<file path="config.mk">
export PLATFORM = sky130hd
export DESIGN_NAME = ao_peripheral_subsystem
export DESIGN_NICKNAME = d
export VERILOG_FILES = /design/src/hdl/ao_periph_pkg.sv /design/src/hdl/ao_peripheral_subsystem.sv /design/src/hdl/fast_intr_ctrl.sv /design/src/hdl/obi_to_reg.sv /design/src/hdl/reg_demux.sv /design/src/hdl/rv_timer.sv /design/src/hdl/soc_ctrl.sv
export SDC_FILE = /design/constraint.sdc
export NUM_CORES = 1
export LEC_CHECK = 0
export BUFFER_PORTS_ARGS = -buffer_cell sky130_fd_sc_hd__buf_4
export CORE_MARGIN = 1.5
export CORE_UTILIZATION = 29
export DETAILED_ROUTE_END_ITERATION = 7
export PLACE_DENSITY = 0.48
export SYNTH_ARGS = -nofsm -noshare
export SYNTH_HDL_FRONTEND = slang
export SYNTH_SLANG_ARGS = --single-unit
</file>
<file path="constraint.sdc">
create_clock -name clk_i -period 2.6 [get_ports clk_i]
set_clock_uncertainty 0.15 [all_clocks]
set_input_delay 0.52 -clock clk_i [delete_from_list [all_inputs] [get_ports clk_i]]
set_output_delay 0.52 -clock clk_i [all_outputs]
set_load 0.01 [all_outputs]
</file>
<file path="src/hdl/ao_periph_pkg.sv">
/* Address map, register offsets and byte-enable merge helper shared by
   the always-on peripheral subsystem modules */

`default_nettype none

package ao_periph_pkg;

  // Slave targeted by a register bus address
  typedef enum logic [1:0] {
    SEL_SOC_CTRL  = 2'd0,
    SEL_FAST_INTR = 2'd1,
    SEL_TIMER     = 2'd2,
    SEL_NONE      = 2'd3
  } periph_sel_e;

  // 4 KiB windows, decoded on bits 31:12
  localparam logic [31:0] SOC_CTRL_BASE  = 32'h2000_0000;
  localparam logic [31:0] FAST_INTR_BASE = 32'h2000_1000;
  localparam logic [31:0] TIMER_BASE     = 32'h2000_2000;

  localparam logic [11:0] SOC_EXIT_VALID  = 12'h000;
  localparam logic [11:0] SOC_EXIT_VALUE  = 12'h004;
  localparam logic [11:0] SOC_BOOT_SELECT = 12'h008;

  localparam logic [11:0] FIC_PENDING = 12'h000;
  localparam logic [11:0] FIC_ENABLE  = 12'h004;

  localparam logic [11:0] TMR_CTRL     = 12'h000;
  localparam logic [11:0] TMR_PRESCALE = 12'h004;
  localparam logic [11:0] TMR_MTIME    = 12'h008;
  localparam logic [11:0] TMR_MTIMECMP = 12'h00C;

  // Byte-wise merge of new data over an old value
  function automatic logic [31:0] apply_be(input logic [31:0] old_val,
                                           input logic [31:0] new_val,
                                           input logic [3:0]  be);
    logic [31:0] merged;
    for (int i = 0; i < 4; i++) begin
      merged[8*i+:8] = be[i] ? new_val[8*i+:8] : old_val[8*i+:8];
    end
    return merged;
  endfunction

endpackage

`default_nettype wire

</file>
<file path="src/hdl/ao_peripheral_subsystem.sv">
/* Always-on peripheral subsystem top. OBI-style slave port bridged to a
   register bus that serves SoC control, fast interrupts and the timer */

`default_nettype none

module ao_peripheral_subsystem #(
  parameter int NUM_FAST_INTR = 15
) (
  input  wire logic                     clk_i,
  input  wire logic                     rst_n_i,
  input  wire logic                     bus_req_i,
  input  wire logic [31:0]              bus_addr_i,
  input  wire logic                     bus_we_i,
  input  wire logic [3:0]               bus_be_i,
  input  wire logic [31:0]              bus_wdata_i,
  output logic                          bus_gnt_o,
  output logic                          bus_rvalid_o,
  output logic [31:0]                   bus_rdata_o,
  input  wire logic                     boot_select_i,
  output logic                          exit_valid_o,
  output logic [31:0]                   exit_value_o,
  input  wire logic [NUM_FAST_INTR-1:0] fast_intr_i,
  output logic [NUM_FAST_INTR-1:0]      fast_intr_o,
  output logic                          timer_intr_o
);

  logic        reg_valid;
  logic        reg_write;
  logic [31:0] reg_addr;
  logic [3:0]  reg_be;
  logic [31:0] reg_wdata;
  logic [31:0] reg_rdata;
  logic        soc_valid;
  logic        fic_valid;
  logic        tmr_valid;
  logic [31:0] soc_rdata;
  logic [31:0] fic_rdata;
  logic [31:0] tmr_rdata;

  obi_to_reg i_obi_to_reg (
    .clk_i,
    .rst_n_i,
    .bus_req_i,
    .bus_addr_i,
    .bus_we_i,
    .bus_be_i,
    .bus_wdata_i,
    .bus_gnt_o,
    .bus_rvalid_o,
    .bus_rdata_o,
    .reg_valid_o (reg_valid),
    .reg_write_o (reg_write),
    .reg_addr_o  (reg_addr),
    .reg_be_o    (reg_be),
    .reg_wdata_o (reg_wdata),
    .reg_rdata_i (reg_rdata)
  );

  reg_demux i_reg_demux (
    .reg_valid_i (reg_valid),
    .reg_addr_i  (reg_addr),
    .reg_rdata_o (reg_rdata),
    .soc_valid_o (soc_valid),
    .fic_valid_o (fic_valid),
    .tmr_valid_o (tmr_valid),
    .soc_rdata_i (soc_rdata),
    .fic_rdata_i (fic_rdata),
    .tmr_rdata_i (tmr_rdata)
  );

  soc_ctrl i_soc_ctrl (
    .clk_i,
    .rst_n_i,
    .valid_i       (soc_valid),
    .write_i       (reg_write),
    .addr_i        (reg_addr[11:0]),
    .be_i          (reg_be),
    .wdata_i       (reg_wdata),
    .rdata_o       (soc_rdata),
    .boot_select_i,
    .exit_valid_o,
    .exit_value_o
  );

  fast_intr_ctrl #(
    .NUM_FAST_INTR (NUM_FAST_INTR)
  ) i_fast_intr_ctrl (
    .clk_i,
    .rst_n_i,
    .valid_i     (fic_valid),
    .write_i     (reg_write),
    .addr_i      (reg_addr[11:0]),
    .be_i        (reg_be),
    .wdata_i     (reg_wdata),
    .rdata_o     (fic_rdata),
    .fast_intr_i,
    .fast_intr_o
  );

  rv_timer i_rv_timer (
    .clk_i,
    .rst_n_i,
    .valid_i      (tmr_valid),
    .write_i      (reg_write),
    .addr_i       (reg_addr[11:0]),
    .be_i         (reg_be),
    .wdata_i      (reg_wdata),
    .rdata_o      (tmr_rdata),
    .timer_intr_o
  );

endmodule

`default_nettype wire

</file>
<file path="src/hdl/fast_intr_ctrl.sv">
/* Fast interrupt controller. Sticky pending bits set by the inputs,
   cleared by writing ones, and masked by an enable register */

`default_nettype none

module fast_intr_ctrl
  import ao_periph_pkg::*;
#(
  parameter int NUM_FAST_INTR = 15
) (
  input  wire logic                     clk_i,
  input  wire logic                     rst_n_i,
  input  wire logic                     valid_i,
  input  wire logic                     write_i,
  input  wire logic [11:0]              addr_i,
  input  wire logic [3:0]               be_i,
  input  wire logic [31:0]              wdata_i,
  output logic [31:0]                   rdata_o,
  input  wire logic [NUM_FAST_INTR-1:0] fast_intr_i,
  output logic [NUM_FAST_INTR-1:0]      fast_intr_o
);

  logic [NUM_FAST_INTR-1:0] pending_q;
  logic [NUM_FAST_INTR-1:0] enable_q;
  logic [31:0]              clr_mask;
  logic [31:0]              enable_merged;
  logic                     wr_pending;
  logic                     wr_enable;

  assign wr_pending    = valid_i & write_i & (addr_i == FIC_PENDING);
  assign wr_enable     = valid_i & write_i & (addr_i == FIC_ENABLE);
  assign clr_mask      = wr_pending ? apply_be(32'h0, wdata_i, be_i) : 32'h0;
  assign enable_merged = apply_be(32'(enable_q), wdata_i, be_i);

  always_ff @(posedge clk_i or negedge rst_n_i) begin
    if (!rst_n_i) begin
      pending_q <= '0;
      enable_q  <= '0;
    end else begin
      // A live input wins over a clear in the same cycle
      pending_q <= (pending_q & ~clr_mask[NUM_FAST_INTR-1:0]) | fast_intr_i;
      if (wr_enable) begin
        enable_q <= enable_merged[NUM_FAST_INTR-1:0];
      end
    end
  end

  always_comb begin
    case (addr_i)
      FIC_PENDING: rdata_o = 32'(pending_q);
      FIC_ENABLE:  rdata_o = 32'(enable_q);
      default:     rdata_o = 32'h0;
    endcase
  end

  assign fast_intr_o = pending_q & enable_q;

endmodule

`default_nettype wire

</file>
<file path="src/hdl/obi_to_reg.sv">
/* OBI-style slave to single-cycle register bus bridge. Grants every
   request and returns the response one cycle after acceptance */

`default_nettype none

module obi_to_reg (
  input  wire logic        clk_i,
  input  wire logic        rst_n_i,
  input  wire logic        bus_req_i,
  input  wire logic [31:0] bus_addr_i,
  input  wire logic        bus_we_i,
  input  wire logic [3:0]  bus_be_i,
  input  wire logic [31:0] bus_wdata_i,
  output logic             bus_gnt_o,
  output logic             bus_rvalid_o,
  output logic [31:0]      bus_rdata_o,
  output logic             reg_valid_o,
  output logic             reg_write_o,
  output logic [31:0]      reg_addr_o,
  output logic [3:0]       reg_be_o,
  output logic [31:0]      reg_wdata_o,
  input  wire logic [31:0] reg_rdata_i
);

  logic        rvalid_q;
  logic [31:0] rdata_q;

  // Slaves never stall, so grant follows request
  assign bus_gnt_o   = bus_req_i;
  assign reg_valid_o = bus_req_i;
  assign reg_write_o = bus_we_i;
  assign reg_addr_o  = bus_addr_i;
  assign reg_be_o    = bus_be_i;
  assign reg_wdata_o = bus_wdata_i;

  always_ff @(posedge clk_i or negedge rst_n_i) begin
    if (!rst_n_i) begin
      rvalid_q <= 1'b0;
    end else begin
      rvalid_q <= bus_req_i;
    end
  end

  // Writes answer with zero
  always_ff @(posedge clk_i) begin
    if (bus_req_i) begin
      rdata_q <= bus_we_i ? 32'h0 : reg_rdata_i;
    end
  end

  assign bus_rvalid_o = rvalid_q;
  assign bus_rdata_o  = rdata_q;

endmodule

`default_nettype wire

</file>
<file path="src/hdl/reg_demux.sv">
/* Register bus address decoder. Steers the valid strobe to one slave and
   returns its read data, absorbing unmapped accesses */

`default_nettype none

module reg_demux
  import ao_periph_pkg::*;
(
  input  wire logic        reg_valid_i,
  input  wire logic [31:0] reg_addr_i,
  output logic [31:0]      reg_rdata_o,
  output logic             soc_valid_o,
  output logic             fic_valid_o,
  output logic             tmr_valid_o,
  input  wire logic [31:0] soc_rdata_i,
  input  wire logic [31:0] fic_rdata_i,
  input  wire logic [31:0] tmr_rdata_i
);

  periph_sel_e sel;

  always_comb begin
    if (reg_addr_i[31:12] == SOC_CTRL_BASE[31:12]) begin
      sel = SEL_SOC_CTRL;
    end else if (reg_addr_i[31:12] == FAST_INTR_BASE[31:12]) begin
      sel = SEL_FAST_INTR;
    end else if (reg_addr_i[31:12] == TIMER_BASE[31:12]) begin
      sel = SEL_TIMER;
    end else begin
      sel = SEL_NONE;
    end
  end

  assign soc_valid_o = reg_valid_i & (sel == SEL_SOC_CTRL);
  assign fic_valid_o = reg_valid_i & (sel == SEL_FAST_INTR);
  assign tmr_valid_o = reg_valid_i & (sel == SEL_TIMER);

  // Unmapped reads return zero
  always_comb begin
    case (sel)
      SEL_SOC_CTRL:  reg_rdata_o = soc_rdata_i;
      SEL_FAST_INTR: reg_rdata_o = fic_rdata_i;
      SEL_TIMER:     reg_rdata_o = tmr_rdata_i;
      default:       reg_rdata_o = 32'h0;
    endcase
  end

endmodule

`default_nettype wire

</file>
<file path="src/hdl/rv_timer.sv">
/* Machine timer with prescaler. mtime advances every PRESCALE+1 cycles
   while enabled and a registered compare raises the interrupt */

`default_nettype none

module rv_timer
  import ao_periph_pkg::*;
(
  input  wire logic        clk_i,
  input  wire logic        rst_n_i,
  input  wire logic        valid_i,
  input  wire logic        write_i,
  input  wire logic [11:0] addr_i,
  input  wire logic [3:0]  be_i,
  input  wire logic [31:0] wdata_i,
  output logic [31:0]      rdata_o,
  output logic             timer_intr_o
);

  logic        enable_q;
  logic [31:0] prescale_q;
  logic [31:0] presc_cnt_q;
  logic [31:0] mtime_q;
  logic [31:0] mtimecmp_q;
  logic        intr_q;
  logic [31:0] ctrl_merged;
  logic        wr;
  logic        tick;

  assign wr          = valid_i & write_i;
  assign ctrl_merged = apply_be({31'h0, enable_q}, wdata_i, be_i);
  assign tick        = enable_q & (presc_cnt_q == prescale_q);

  always_ff @(posedge clk_i or negedge rst_n_i) begin
    if (!rst_n_i) begin
      enable_q    <= 1'b0;
      prescale_q  <= 32'h0;
      presc_cnt_q <= 32'h0;
      mtime_q     <= 32'h0;
      mtimecmp_q  <= 32'h0;
      intr_q      <= 1'b0;
    end else begin
      if (wr && addr_i == TMR_CTRL) begin
        enable_q <= ctrl_merged[0];
      end
      if (wr && addr_i == TMR_PRESCALE) begin
        prescale_q <= apply_be(prescale_q, wdata_i, be_i);
      end
      if (wr && addr_i == TMR_MTIMECMP) begin
        mtimecmp_q <= apply_be(mtimecmp_q, wdata_i, be_i);
      end
      // Prescaler restarts from zero when disabled
      if (!enable_q || tick) begin
        presc_cnt_q <= 32'h0;
      end else begin
        presc_cnt_q <= presc_cnt_q + 32'd1;
      end
      // Software write overrides the increment
      if (wr && addr_i == TMR_MTIME) begin
        mtime_q <= apply_be(mtime_q, wdata_i, be_i);
      end else if (tick) begin
        mtime_q <= mtime_q + 32'd1;
      end
      intr_q <= enable_q & (mtime_q >= mtimecmp_q);
    end
  end

  always_comb begin
    case (addr_i)
      TMR_CTRL:     rdata_o = {31'h0, enable_q};
      TMR_PRESCALE: rdata_o = prescale_q;
      TMR_MTIME:    rdata_o = mtime_q;
      TMR_MTIMECMP: rdata_o = mtimecmp_q;
      default:      rdata_o = 32'h0;
    endcase
  end

  assign timer_intr_o = intr_q;

endmodule

`default_nettype wire

</file>
<file path="src/hdl/soc_ctrl.sv">
/* SoC control registers: sticky simulation exit flag, exit value and
   boot select readback */

`default_nettype none

module soc_ctrl
  import ao_periph_pkg::*;
(
  input  wire logic        clk_i,
  input  wire logic        rst_n_i,
  input  wire logic        valid_i,
  input  wire logic        write_i,
  input  wire logic [11:0] addr_i,
  input  wire logic [3:0]  be_i,
  input  wire logic [31:0] wdata_i,
  output logic [31:0]      rdata_o,
  input  wire logic        boot_select_i,
  output logic             exit_valid_o,
  output logic [31:0]      exit_value_o
);

  logic        exit_valid_q;
  logic [31:0] exit_value_q;
  logic [31:0] valid_merged;
  logic        wr_exit_valid;
  logic        wr_exit_value;

  assign wr_exit_valid = valid_i & write_i & (addr_i == SOC_EXIT_VALID);
  assign wr_exit_value = valid_i & write_i & (addr_i == SOC_EXIT_VALUE);
  assign valid_merged  = apply_be({31'h0, exit_valid_q}, wdata_i, be_i);

  always_ff @(posedge clk_i or negedge rst_n_i) begin
    if (!rst_n_i) begin
      exit_valid_q <= 1'b0;
      exit_value_q <= 32'h0;
    end else begin
      // Once set, only reset clears it
      if (wr_exit_valid && valid_merged[0]) begin
        exit_valid_q <= 1'b1;
      end
      if (wr_exit_value) begin
        exit_value_q <= apply_be(exit_value_q, wdata_i, be_i);
      end
    end
  end

  always_comb begin
    case (addr_i)
      SOC_EXIT_VALID:  rdata_o = {31'h0, exit_valid_q};
      SOC_EXIT_VALUE:  rdata_o = exit_value_q;
      SOC_BOOT_SELECT: rdata_o = {31'h0, boot_select_i};
      default:         rdata_o = 32'h0;
    endcase
  end

  assign exit_valid_o = exit_valid_q;
  assign exit_value_o = exit_value_q;

endmodule

`default_nettype wire

</file>
==> flow_metrics.py, run 1 <==
metrics = {
    "status": {
        "status": "finished, violations left",
        "violations": "design-rule violations",
    },
    "pwr": {
        "p_per_area_nw_per_um2": 500.5,
        "finalPower_mw": 8.217,
        "p_leak_nw": 7.293,
        "swShare_pct": 22.68,
        "clkPwrFrac_pct": 51.0,
        "p_switching_mw": 1.863,
        "internal_power_mw": 6.353,
        "p_seq_share_pct": 43.9,
        "combPwrFrac_pct": 5.1,
        "peakVddDrop_v": 0.0003927,
    },
    "routing": {
        "ant_nets": 0,
        "vias": 10040,
        "vias_per_cell": 4.990,
        "wl_per_cell_um": 19.95,
        "firstDrtPassIters": 7,
        "finalWirelength_um": 40120,
        "first_iter_violations": 561,
        "drc": 9,
    },
    "placed_design": {
        "port-buffer-count": 170,
        "hpwl_um": 29590,
        "gp_congestion": 0.8583,
        "place_area_um2": 15110,
        "place_worst_setup_slack_ps": -361.8,
        "place_inst": 1942,
    },
    "logic_synthesis": {
        "synth_fp_nets": 1280,
        "synth-seq-area-share_pct": 48.09,
        "synth_area_per_cell_um2": 10.44,
        "synth_cells": 1158,
        "async_reset_ff_share_pct": 85.84,
        "yosysWarnings": 0,
        "synth.most_common_cell": "dfrtp_1",
        "synthTopCellsByArea": "dfrtp_1, mux2_2, edfxtp_1, nor2_1, xnor2_1",
        "synth_edf_count": 32,
        "syn_area_um2": 12090,
        "synthFlopType": "dfrtp_1",
        "synth_top_area_cell": "dfrtp_1",
        "yosys.area.top_type_share_pct": 40.14,
        "synth_cell_types": 62,
        "synth_seq_cells": 226,
        "ys_top_cells_by_count": "dfrtp_1, mux2_2, nor2_1",
    },
    "timing": {
        "setup_viol": 0,
        "slew_violations": 0,
        "worstMarginPinSlew_ps": 646.6,
        "timing.fmax_mhz": 395.4,
        "setup-tns-final_ps": 0,
        "rsz0062_at_grt": "true",
        "fin_crit_ps": 2529,
        "hold_violations": 0,
        "fin_crit_sh_pct": 97.27,
        "maxSlewHeadroom_pct": 56.70,
        "worst_hold_slack_ps": 79.91,
        "setup_ws_ps": 70.93,
    },
    "finish": {
        "fin_cells": 2011,
        "finish.utilization_pct": 40.03,
        "area.sequential_um2": 5818,
        "syn2layout_area_growth_pct": 35.75,
        "diodes": 0,
        "final_area_um2": 16420,
        "multi_input_area_um2": 6065,
        "drive_above_1_share_pct": 36.38,
        "fillers": 4110,
        "final_nets": 1579,
    },
    "grt": {
        "grt_max_degree": 61,
        "antenna_found_initial": 0,
        "grt.total_usage_pct": 18.79,
        "grt_pass1_vias": 10340,
        "gr-total-overflow": 0,
        "grt_pass1_wl_um": 63050,
    },
    "worst_setup_path": {
        "startpoint": "i_rv_timer.mtime_q[10]",
        "path_class": "register to register",
        "worst_setup_path_start_kind": "register",
        "timing.rr.end": "i_rv_timer.timer_intr_o",
        "worst_ep_arrival_time_ps": 2800,
        "endpoint": "i_rv_timer.timer_intr_o",
        "rrSetupSlack_ps": 70,
        "critPathCaptureType": "register",
        "required_ps": 2870,
        "reg2reg_depth": 8,
        "crit_fanout": 2,
        "r2r-start": "i_rv_timer.mtime_q[10]",
    },
    "clock_network": {
        "cts_max_level": 1,
        "cts_tree": "built",
        "cts_buffers": 28,
        "cts-root-buf": "clkbuf_16",
        "cts.path.max_buffers": 3,
        "clk_transition_reported_paths_ps": 60,
        "cts_sinks": 226,
        "clkLatencyLatePin_ps": 580,
    },
    "hold_path": {
        "holdCritPathClass": "input pin to register",
    },
    "die": {
        "die_y_um": 207.2,
        "placementRows": 74,
        "core_area_um2": 41020,
        "die_w_um": 207.2,
        "start_util_pct": 29.49,
        "ios": 171,
        "die-area_um2": 42940,
    },
    "flow_run": {
        "drv_cap": 0,
    },
}
==> kinds of logic (layout without fill, tap and decap cells) <==
| group | after synthesis | in the layout | share of synthesized area, % |
|---|---|---|---|
| XOR/XNOR | 60 | 60 | 4.345 |
| adder cells (fa/ha/maj) | 34 | 34 | 3.518 |
| flip-flops | 226 | 226 | 48.09 |
| multiplexers | 145 | 145 | 13.58 |
| AO/OA/AOI/OAI | 223 | 223 | 12.24 |
| buffers and inverters | 97 | 418 | 3.166 |
| AND/OR/NAND/NOR | 373 | 373 | 15.06 |
==> cell type report <==
type                       count  share of cell area (%)
inverter                      40                  0.9145
clock buffer                  35                   4.672
clock inverter                17                   1.326
tap                          532                   4.054
sequential                   226                   35.44
multi-input combinational    835                   36.94
timing repair buffer         326                   16.66
==> registers in the layout, indices dropped and copies added, names as in the netlist <==
signal                      flops
i_fast_intr_ctrl.pending_q     15
i_rv_timer.presc_cnt_q         32
i_obi_to_reg.bus_rdata_o       32
i_obi_to_reg.bus_rvalid_o       1
i_rv_timer.mtimecmp_q          32
i_soc_ctrl.exit_value_o        32
i_rv_timer.timer_intr_o         1
i_soc_ctrl.exit_valid_o         1
i_rv_timer.mtime_q             32
i_rv_timer.enable_q             1
i_fast_intr_ctrl.enable_q      15
i_rv_timer.prescale_q          32
==> worst max-delay path, cell delays in order, from the launching register on <==
cell and delay (ps):
dfrtp_1 390, ha_1 290, a21o_1 190, a211o_1 360
a2111oi_4 250, o41ai_2 210, a211oi_4 290, buf_6 150
o41ai_4 90
==> power groups by stage <==
| stage | sequential [mW] | combinational (mW) | clock, mW |
|---|---|---|---|
| floorplan | 3.69 | 0.0641 | 0 |
| global placement | 3.68 | 0.404 | 0 |
| detailed placement | 3.67 | 0.404 | 0 |
| CTS | 3.61 | 0.424 | 4.28 |
| global route | 3.61 | 0.451 | 4.45 |
| finish | 3.61 | 0.416 | 4.19 |
==> worst min path at each step <==
| stage | start | to | slack [ps] | depth (start not counted) |
|---|---|---|---|---|
| floorplan | rst_n_i | i_fast_intr_ctrl.enable_q[0] | 70 | 0 |
| global placement | i_fast_intr_ctrl.pending_q[3] | i_fast_intr_ctrl.pending_q[3] | 340 | 1 |
| detailed placement | i_fast_intr_ctrl.pending_q[0] | i_fast_intr_ctrl.pending_q[0] | 340 | 1 |
| CTS | bus_wdata_i[22] | i_rv_timer.mtimecmp_q[22] | 60 | 2 |
| global route | bus_wdata_i[15] | i_rv_timer.mtimecmp_q[15] | 60 | 2 |
| finish | bus_wdata_i[19] | i_rv_timer.prescale_q[19] | 80 | 2 |
==> repair_timing <==
item                                    CTS  global route
gates resized for setup                   8            20
endpoints found under the hold margin    68             0
pin swaps                                 1             7
endpoints found under the setup margin    4            25
gates cloned                              0             0
hold buffers                             16             0
setup buffers                             0             2
==> placed cells by master, fill, tap and decap left out, drive strengths merged, types with 7 or more instances in the layout <==
cell / synthesis / routed
buf: 13 / 309
mux2: 143 / 143
a21o: 22 / 22
clkbuf: 44 / 36
a21oi: 77 / 77
nand2: 85 / 85
a222oi: 12 / 12
or2: 7 / 7
a22oi: 21 / 21
nor3: 13 / 13
a22o: 27 / 27
xnor2: 49 / 49
nor2: 119 / 119
nand3: 47 / 47
or3: 9 / 9
inv: 40 / 40
and3: 16 / 16
xor2: 11 / 11
edfxtp: 32 / 32
ha: 34 / 34
dlygate4sd3: 0 / 16
nand4: 24 / 24
and2: 19 / 19
dfrtp: 194 / 194
nor4: 14 / 14
o21ai: 36 / 36
clkinv: 0 / 11
==> per-layer routing <==
metal  vias to the layer above  GRT usage (%)  share of wire, %
li1                       4784              -                 -
met1                      4935          26.31                47
met2                       257          30.01                45
met3                        59          3.858               5.4
met4                         0          3.829               2.0
met5                         -              0                 0
No activity file was read; power rests on OpenSTA's default activity.
==> inputs of run 2 (changes only) <==
BUFFER_PORTS_ARGS = not set   (was -buffer_cell sky130_fd_sc_hd__buf_4)
DONT_BUFFER_PORTS = 1   (was not set)
PLACE_DENSITY = 0.45   (was 0.48)
==> run 2 against run 1 <==
The flow finishes with violations (design-rule violations, negative hold slack). Via count is 4.4% lower. Die area stayed put. Maximum frequency is 1.0% higher. Highest routed layer unchanged.
==> flow_metrics.py, run 2 (synthesized netlist as in run 1, its figures left out) <==
metrics = {
    "worst_setup_path": {
        "cp_cell_sequence": "and3_1 > nand2_1 > or3_1 > nor4_2 > nand3_1 > o41ai_1 > o21bai_1",
        "critPathCaptureType": "register",
        "path_class": "register to register",
        "worst_ep_arrival_time_ps": 2830,
        "reg2reg_depth": 7,
        "worst_setup_path_start_kind": "register",
        "required_ps": 2920,
        "max_stage_delay_ps": 510,
        "r2r-start": "i_rv_timer.mtime_q[3]",
        "crit_slowest_cell": "or3_1",
        "startpoint": "i_rv_timer.mtime_q[3]",
        "crit_fanout": 7,
    },
    "finish": {
        "diodes": 0,
        "final_area_um2": 15300,
        "syn2layout_area_growth_pct": 26.54,
        "final_nets": 1451,
        "drive_above_1_share_pct": 26.07,
        "final_cell_mix": "dfrtp_1, mux2_2, buf_4",
        "mostFrequentLayoutCell": "dfrtp_1",
    },
    "grt": {
        "grt_max_degree": 195,
        "grt_pass1_wl_um": 63510,
        "gr-total-overflow": 0,
        "grt.total_usage_pct": 19.34,
        "grt_pass1_vias": 9954,
        "antenna_found_initial": 0,
    },
    "clock_network": {
        "clkLatencyLatePin_ps": 570,
        "cts-root-buf": "clkbuf_16",
        "cts_sinks": 226,
        "cts.path.max_buffers": 3,
        "cts_tree": "built",
        "cts_buffers": 27,
        "ctsHoldBuffers": 64,
        "clk_transition_reported_paths_ps": 60,
        "cts_max_level": 1,
    },
    "timing": {
        "timing.fmax_mhz": 399.4,
        "worst_hold_slack_ps": -511.5,
        "setup-tns-final_ps": 0,
        "rsz0062_at_grt": "false",
        "slew_violations": 0,
        "worstMarginPinSlew_ps": 555.1,
        "setup_ws_ps": 96.29,
        "setup_viol": 0,
        "fin_crit_sh_pct": 96.30,
        "hold_violations": 194,
        "maxSlewHeadroom_pct": 62.60,
        "fin_crit_ps": 2504,
    },
    "placed_design": {
        "hpwl_um": 28210,
        "place_area_um2": 13670,
        "gp_congestion": 0.8338,
        "place_worst_setup_slack_ps": -272.3,
        "port-buffer-count": 0,
    },
    "die": {
        "die_y_um": 207.2,
        "die-area_um2": 42940,
        "placementRows": 74,
        "start_util_pct": 29.49,
        "die_w_um": 207.2,
        "core_area_um2": 41020,
        "ios": 171,
    },
    "status": {
        "violations": "design-rule violations, negative hold slack",
        "status": "finished, violations left",
    },
    "flow_run": {
        "drv_cap": 0,
    },
    "routing": {
        "ant_nets": 0,
        "vias": 9596,
        "vias_per_cell": 5.099,
        "first_iter_violations": 617,
        "wl_per_cell_um": 22.05,
        "firstDrtPassIters": 8,
        "finalWirelength_um": 41510,
        "drc": 10,
    },
    "pwr": {
        "p_leak_nw": 6.453,
        "p_per_area_nw_per_um2": 491.6,
        "finalPower_mw": 7.523,
        "peakVddDrop_v": 0.0004183,
    },
    "hold_path": {
        "holdCritPathClass": "input pin to asynchronous set/reset pin",
    },
}
[run 2: layout make-up]
class / count / area (µm²)
Fill cell: 4102 / 25710
Multi-Input combinational cell: 835 / 6045
Sequential cell: 226 / 5817
Timing Repair Buffer: 199 / 1789
Clock buffer: 42 / 772.0
Tap cell: 532 / 665.6
Inverter: 40 / 150.1
Clock inverter: 8 / 65.06
[run 2: timing repair]
action | CTS | global route
setup endpoints to repair | 17 | 34
resized for setup | 8 | 14
pin swaps | 4 | 4
endpoints found under the hold margin | 363 | 194
gates cloned | 0 | 0
setup buffers | 2 | 1
[run 2: through the flow]
step                      std cells  util [%]
after floorplan                1158         -
after global placement         1766     33.33
after detailed placement       1766     33.33
after CTS                      1882     37.10
after global routing           1882     37.31
final                          1882     37.31
[run 2: routing by layer]
metal / track usage [%] / up-vias / share of wire, %
li1: - / 4531 / -
met1: 27.13 / 4759 / 47
met2: 30.52 / 257 / 45
met3: 4.690 / 49 / 6.4
met4: 3.423 / 0 / 1.7
met5: 0 / - / 0
[run 2: worst paths after layout]
path                                                   to  slack (ps)
setup / recovery                   i_rv_timer.mtime_q[31]         100
min in group clk_i                  i_rv_timer.mtime_q[0]          20
hold reg to reg                  i_rv_timer.mtimecmp_q[8]         370
hold / removal             i_fast_intr_ctrl.pending_q[13]        -510
setup reg to reg                   i_rv_timer.mtime_q[31]         100
max in group asynchronous     i_soc_ctrl.exit_value_o[28]        2460
[run 2: report_power, final]
| part | internal (mW) | switching [mW] | leakage, nW |
|---|---|---|---|
| clock | 2.13 | 1.60 | 0.410 |
| sequential | 3.60 | 0.0173 | 2.86 |
| combinational | 0.0860 | 0.0922 | 3.19 |
[run 2: critical path: cells and delay by family (launching register included)]
kind            cells  cell delay, ps
simple gates        5            1370
flops               1             480
compound gates      2             400
==> inputs of run 3 (changes only) <==
CORE_ASPECT_RATIO = 0.6   (was not set)
==> run 3 against run 2 <==
The flow finishes with violations (negative hold slack). Count of clock-buffer cells in the layout decreased by 1. Wire length up 0.57%. First-iteration DRC count rose by 23%. Final cell count grew 0.48%. Combinational power fell by 6%. Power is 1.5% higher. Largest cell class unchanged. Largest power group unchanged. Highest routed layer unchanged.
==> flow_metrics.py, run 3 (synthesized netlist as in run 1, its figures left out) <==
metrics = {
    "placed_design": {
        "gp_congestion": 0.8260,
        "place_worst_setup_slack_ps": -28.73,
        "port-buffer-count": 0,
        "hpwl_um": 28500,
    },
    "worst_setup_path": {
        "r2r-start": "i_rv_timer.prescale_q[12]",
        "startpoint": "i_rv_timer.prescale_q[12]",
        "path_class": "register to register",
        "required_ps": 2910,
        "crit_fanout": 16,
        "worst_setup_path_start_kind": "register",
        "timing.rr.end": "i_rv_timer.mtime_q[12]",
        "endpoint": "i_rv_timer.mtime_q[12]",
        "worst_ep_arrival_time_ps": 2800,
        "reg2reg_depth": 10,
        "rrSetupSlack_ps": 110,
        "critPathCaptureType": "register",
    },
    "clock_network": {
        "cts-root-buf": "clkbuf_16",
        "ctsHoldBuffers": 64,
        "cts_max_level": 1,
        "cts_setup_buffers": 0,
        "cts.path.max_buffers": 3,
        "cts_tree": "built",
        "cts_buffers": 26,
        "clkLatencyLatePin_ps": 570,
        "cts_sinks": 226,
        "clk_transition_reported_paths_ps": 60,
    },
    "routing": {
        "ant_nets": 0,
        "vias_per_cell": 5.116,
        "vias": 9674,
        "firstDrtPassIters": 8,
        "first_iter_violations": 758,
        "drc": 0,
        "finalWirelength_um": 41740,
        "wl_per_cell_um": 22.07,
    },
    "timing": {
        "worst_hold_slack_ps": -499.7,
        "hold_violations": 194,
        "timing.fmax_mhz": 401.7,
        "maxSlewHeadroom_pct": 66.28,
        "rsz0062_at_grt": "false",
        "fin_crit_sh_pct": 95.74,
        "setup_ws_ps": 110.7,
        "worstMarginPinSlew_ps": 501.6,
        "slew_violations": 0,
        "setup_viol": 0,
        "fin_crit_ps": 2489,
    },
    "finish": {
        "diodes": 0,
        "final_nets": 1433,
        "final_cell_mix": "dfrtp_1, mux2_2, nor2_1",
        "finish.utilization_pct": 37.52,
        "mostFrequentLayoutCell": "dfrtp_1",
        "syn2layout_area_growth_pct": 26.55,
        "drive_above_1_share_pct": 26.00,
    },
    "die": {
        "die_y_um": 161.2,
        "die-area_um2": 42980,
        "core_area_um2": 40790,
        "placementRows": 57,
        "die_w_um": 266.6,
        "start_util_pct": 29.65,
        "ios": 171,
    },
    "pwr": {
        "p_switching_mw": 1.679,
        "p_per_area_nw_per_um2": 499.1,
        "p_seq_share_pct": 47.4,
        "swShare_pct": 21.99,
        "peakVddDrop_v": 0.0004684,
        "internal_power_mw": 5.959,
        "finalPower_mw": 7.639,
        "p_leak_nw": 6.384,
        "clkPwrFrac_pct": 50.4,
        "combPwrFrac_pct": 2.2,
    },
    "flow_run": {
        "drv_cap": 0,
    },
    "status": {
        "status": "finished, violations left",
        "violations": "negative hold slack",
    },
    "grt": {
        "grt.total_usage_pct": 19.53,
        "antenna_found_initial": 2,
        "grt_pass1_vias": 9587,
        "grt_pass1_wl_um": 63350,
        "gr-total-overflow": 0,
        "grt_max_degree": 195,
    },
    "hold_path": {
        "holdCritPathClass": "input pin to asynchronous set/reset pin",
    },
}
## run 3: cell types whose count changed in the layout (fill, tap and decap cells not counted), sizes merged
| cell | before | now |
|---|---|---|
| buf | 136 | 119 |
| bufinv | 1 | 2 |
| clkbuf | 42 | 41 |
| clkinv | 6 | 5 |
| inv | 41 | 40 |
## run 3: stage by stage
step | cell area [µm²] | hold slack [ps] | instances | setup TNS (ps)
final | 15300 | -499.7 | 1891 | 0
after global routing | 15300 | -530.1 | 1891 | 0
after CTS | 15190 | -513.7 | 1891 | 0
after detailed placement | 13630 | 91.09 | 1779 | -115.3
after global placement | 13630 | 88.76 | 1779 | -234.5
after floorplan | 12100 | 74.41 | 1158 | 0
## run 3: worst min-delay path by stage
stage / from / endpoint / slack (ps) / cells after the start
after floorplan: rst_n_i / i_fast_intr_ctrl.enable_q[0] / 70 / 0
after global placement: rst_n_i / i_fast_intr_ctrl.enable_q[5] / 90 / 0
after detailed placement: rst_n_i / i_fast_intr_ctrl.enable_q[5] / 90 / 0
after CTS: rst_n_i / i_fast_intr_ctrl.pending_q[1] / -510 / 0
after global routing: rst_n_i / i_fast_intr_ctrl.enable_q[2] / -530 / 0
final: rst_n_i / i_fast_intr_ctrl.enable_q[2] / -500 / 0
## run 3: power groups by stage
stage          combinational (mW)  sequential, mW  clock [mW]
2_1_floorplan              0.0641            3.69           0
3_3_place_gp               0.0579            3.69           0
3_5_place_dp               0.0579            3.69           0
4_1_cts                     0.168            3.62        3.94
5_1_grt                     0.176            3.62        4.10
6_report                    0.167            3.62        3.85
## run 3: per-layer routing
layer  track usage [%]  vias up  part of all wire, %
met5                 0        -                    0
met4             4.313        0                  2.1
met3             3.659       54                  5.5
met2             27.24      250                   41
met1             30.66     4882                   52
li1                  -     4488                    -
## run 3: repair_timing
action	4_1_cts	5_1_grt
setup endpoints to repair	8	29
hold endpoints to repair	361	194
cloned	0	0
resized for setup	3	21
pin swaps	0	3
## run 3: area by class of cell
type	count	area [µm²]
Clock buffer	41	787.0
Clock inverter	7	96.34
Fill cell	4136	25490
Inverter	40	150.1
Multi-Input combinational cell	835	6046
Sequential cell	226	5818
Tap cell	560	700.7
Timing Repair Buffer	182	1707
## run 3: worst max-delay path: stages (launching register included)
cell and delay [ps]:
dfrtp_1 490, xnor2_1 250, nand4_1 170, nor4_2 340
nand3_1 110, buf_4 190, buf_4 160, o21ai_2 160
buf_12 170, a21oi_1 70, a21oi_1 150
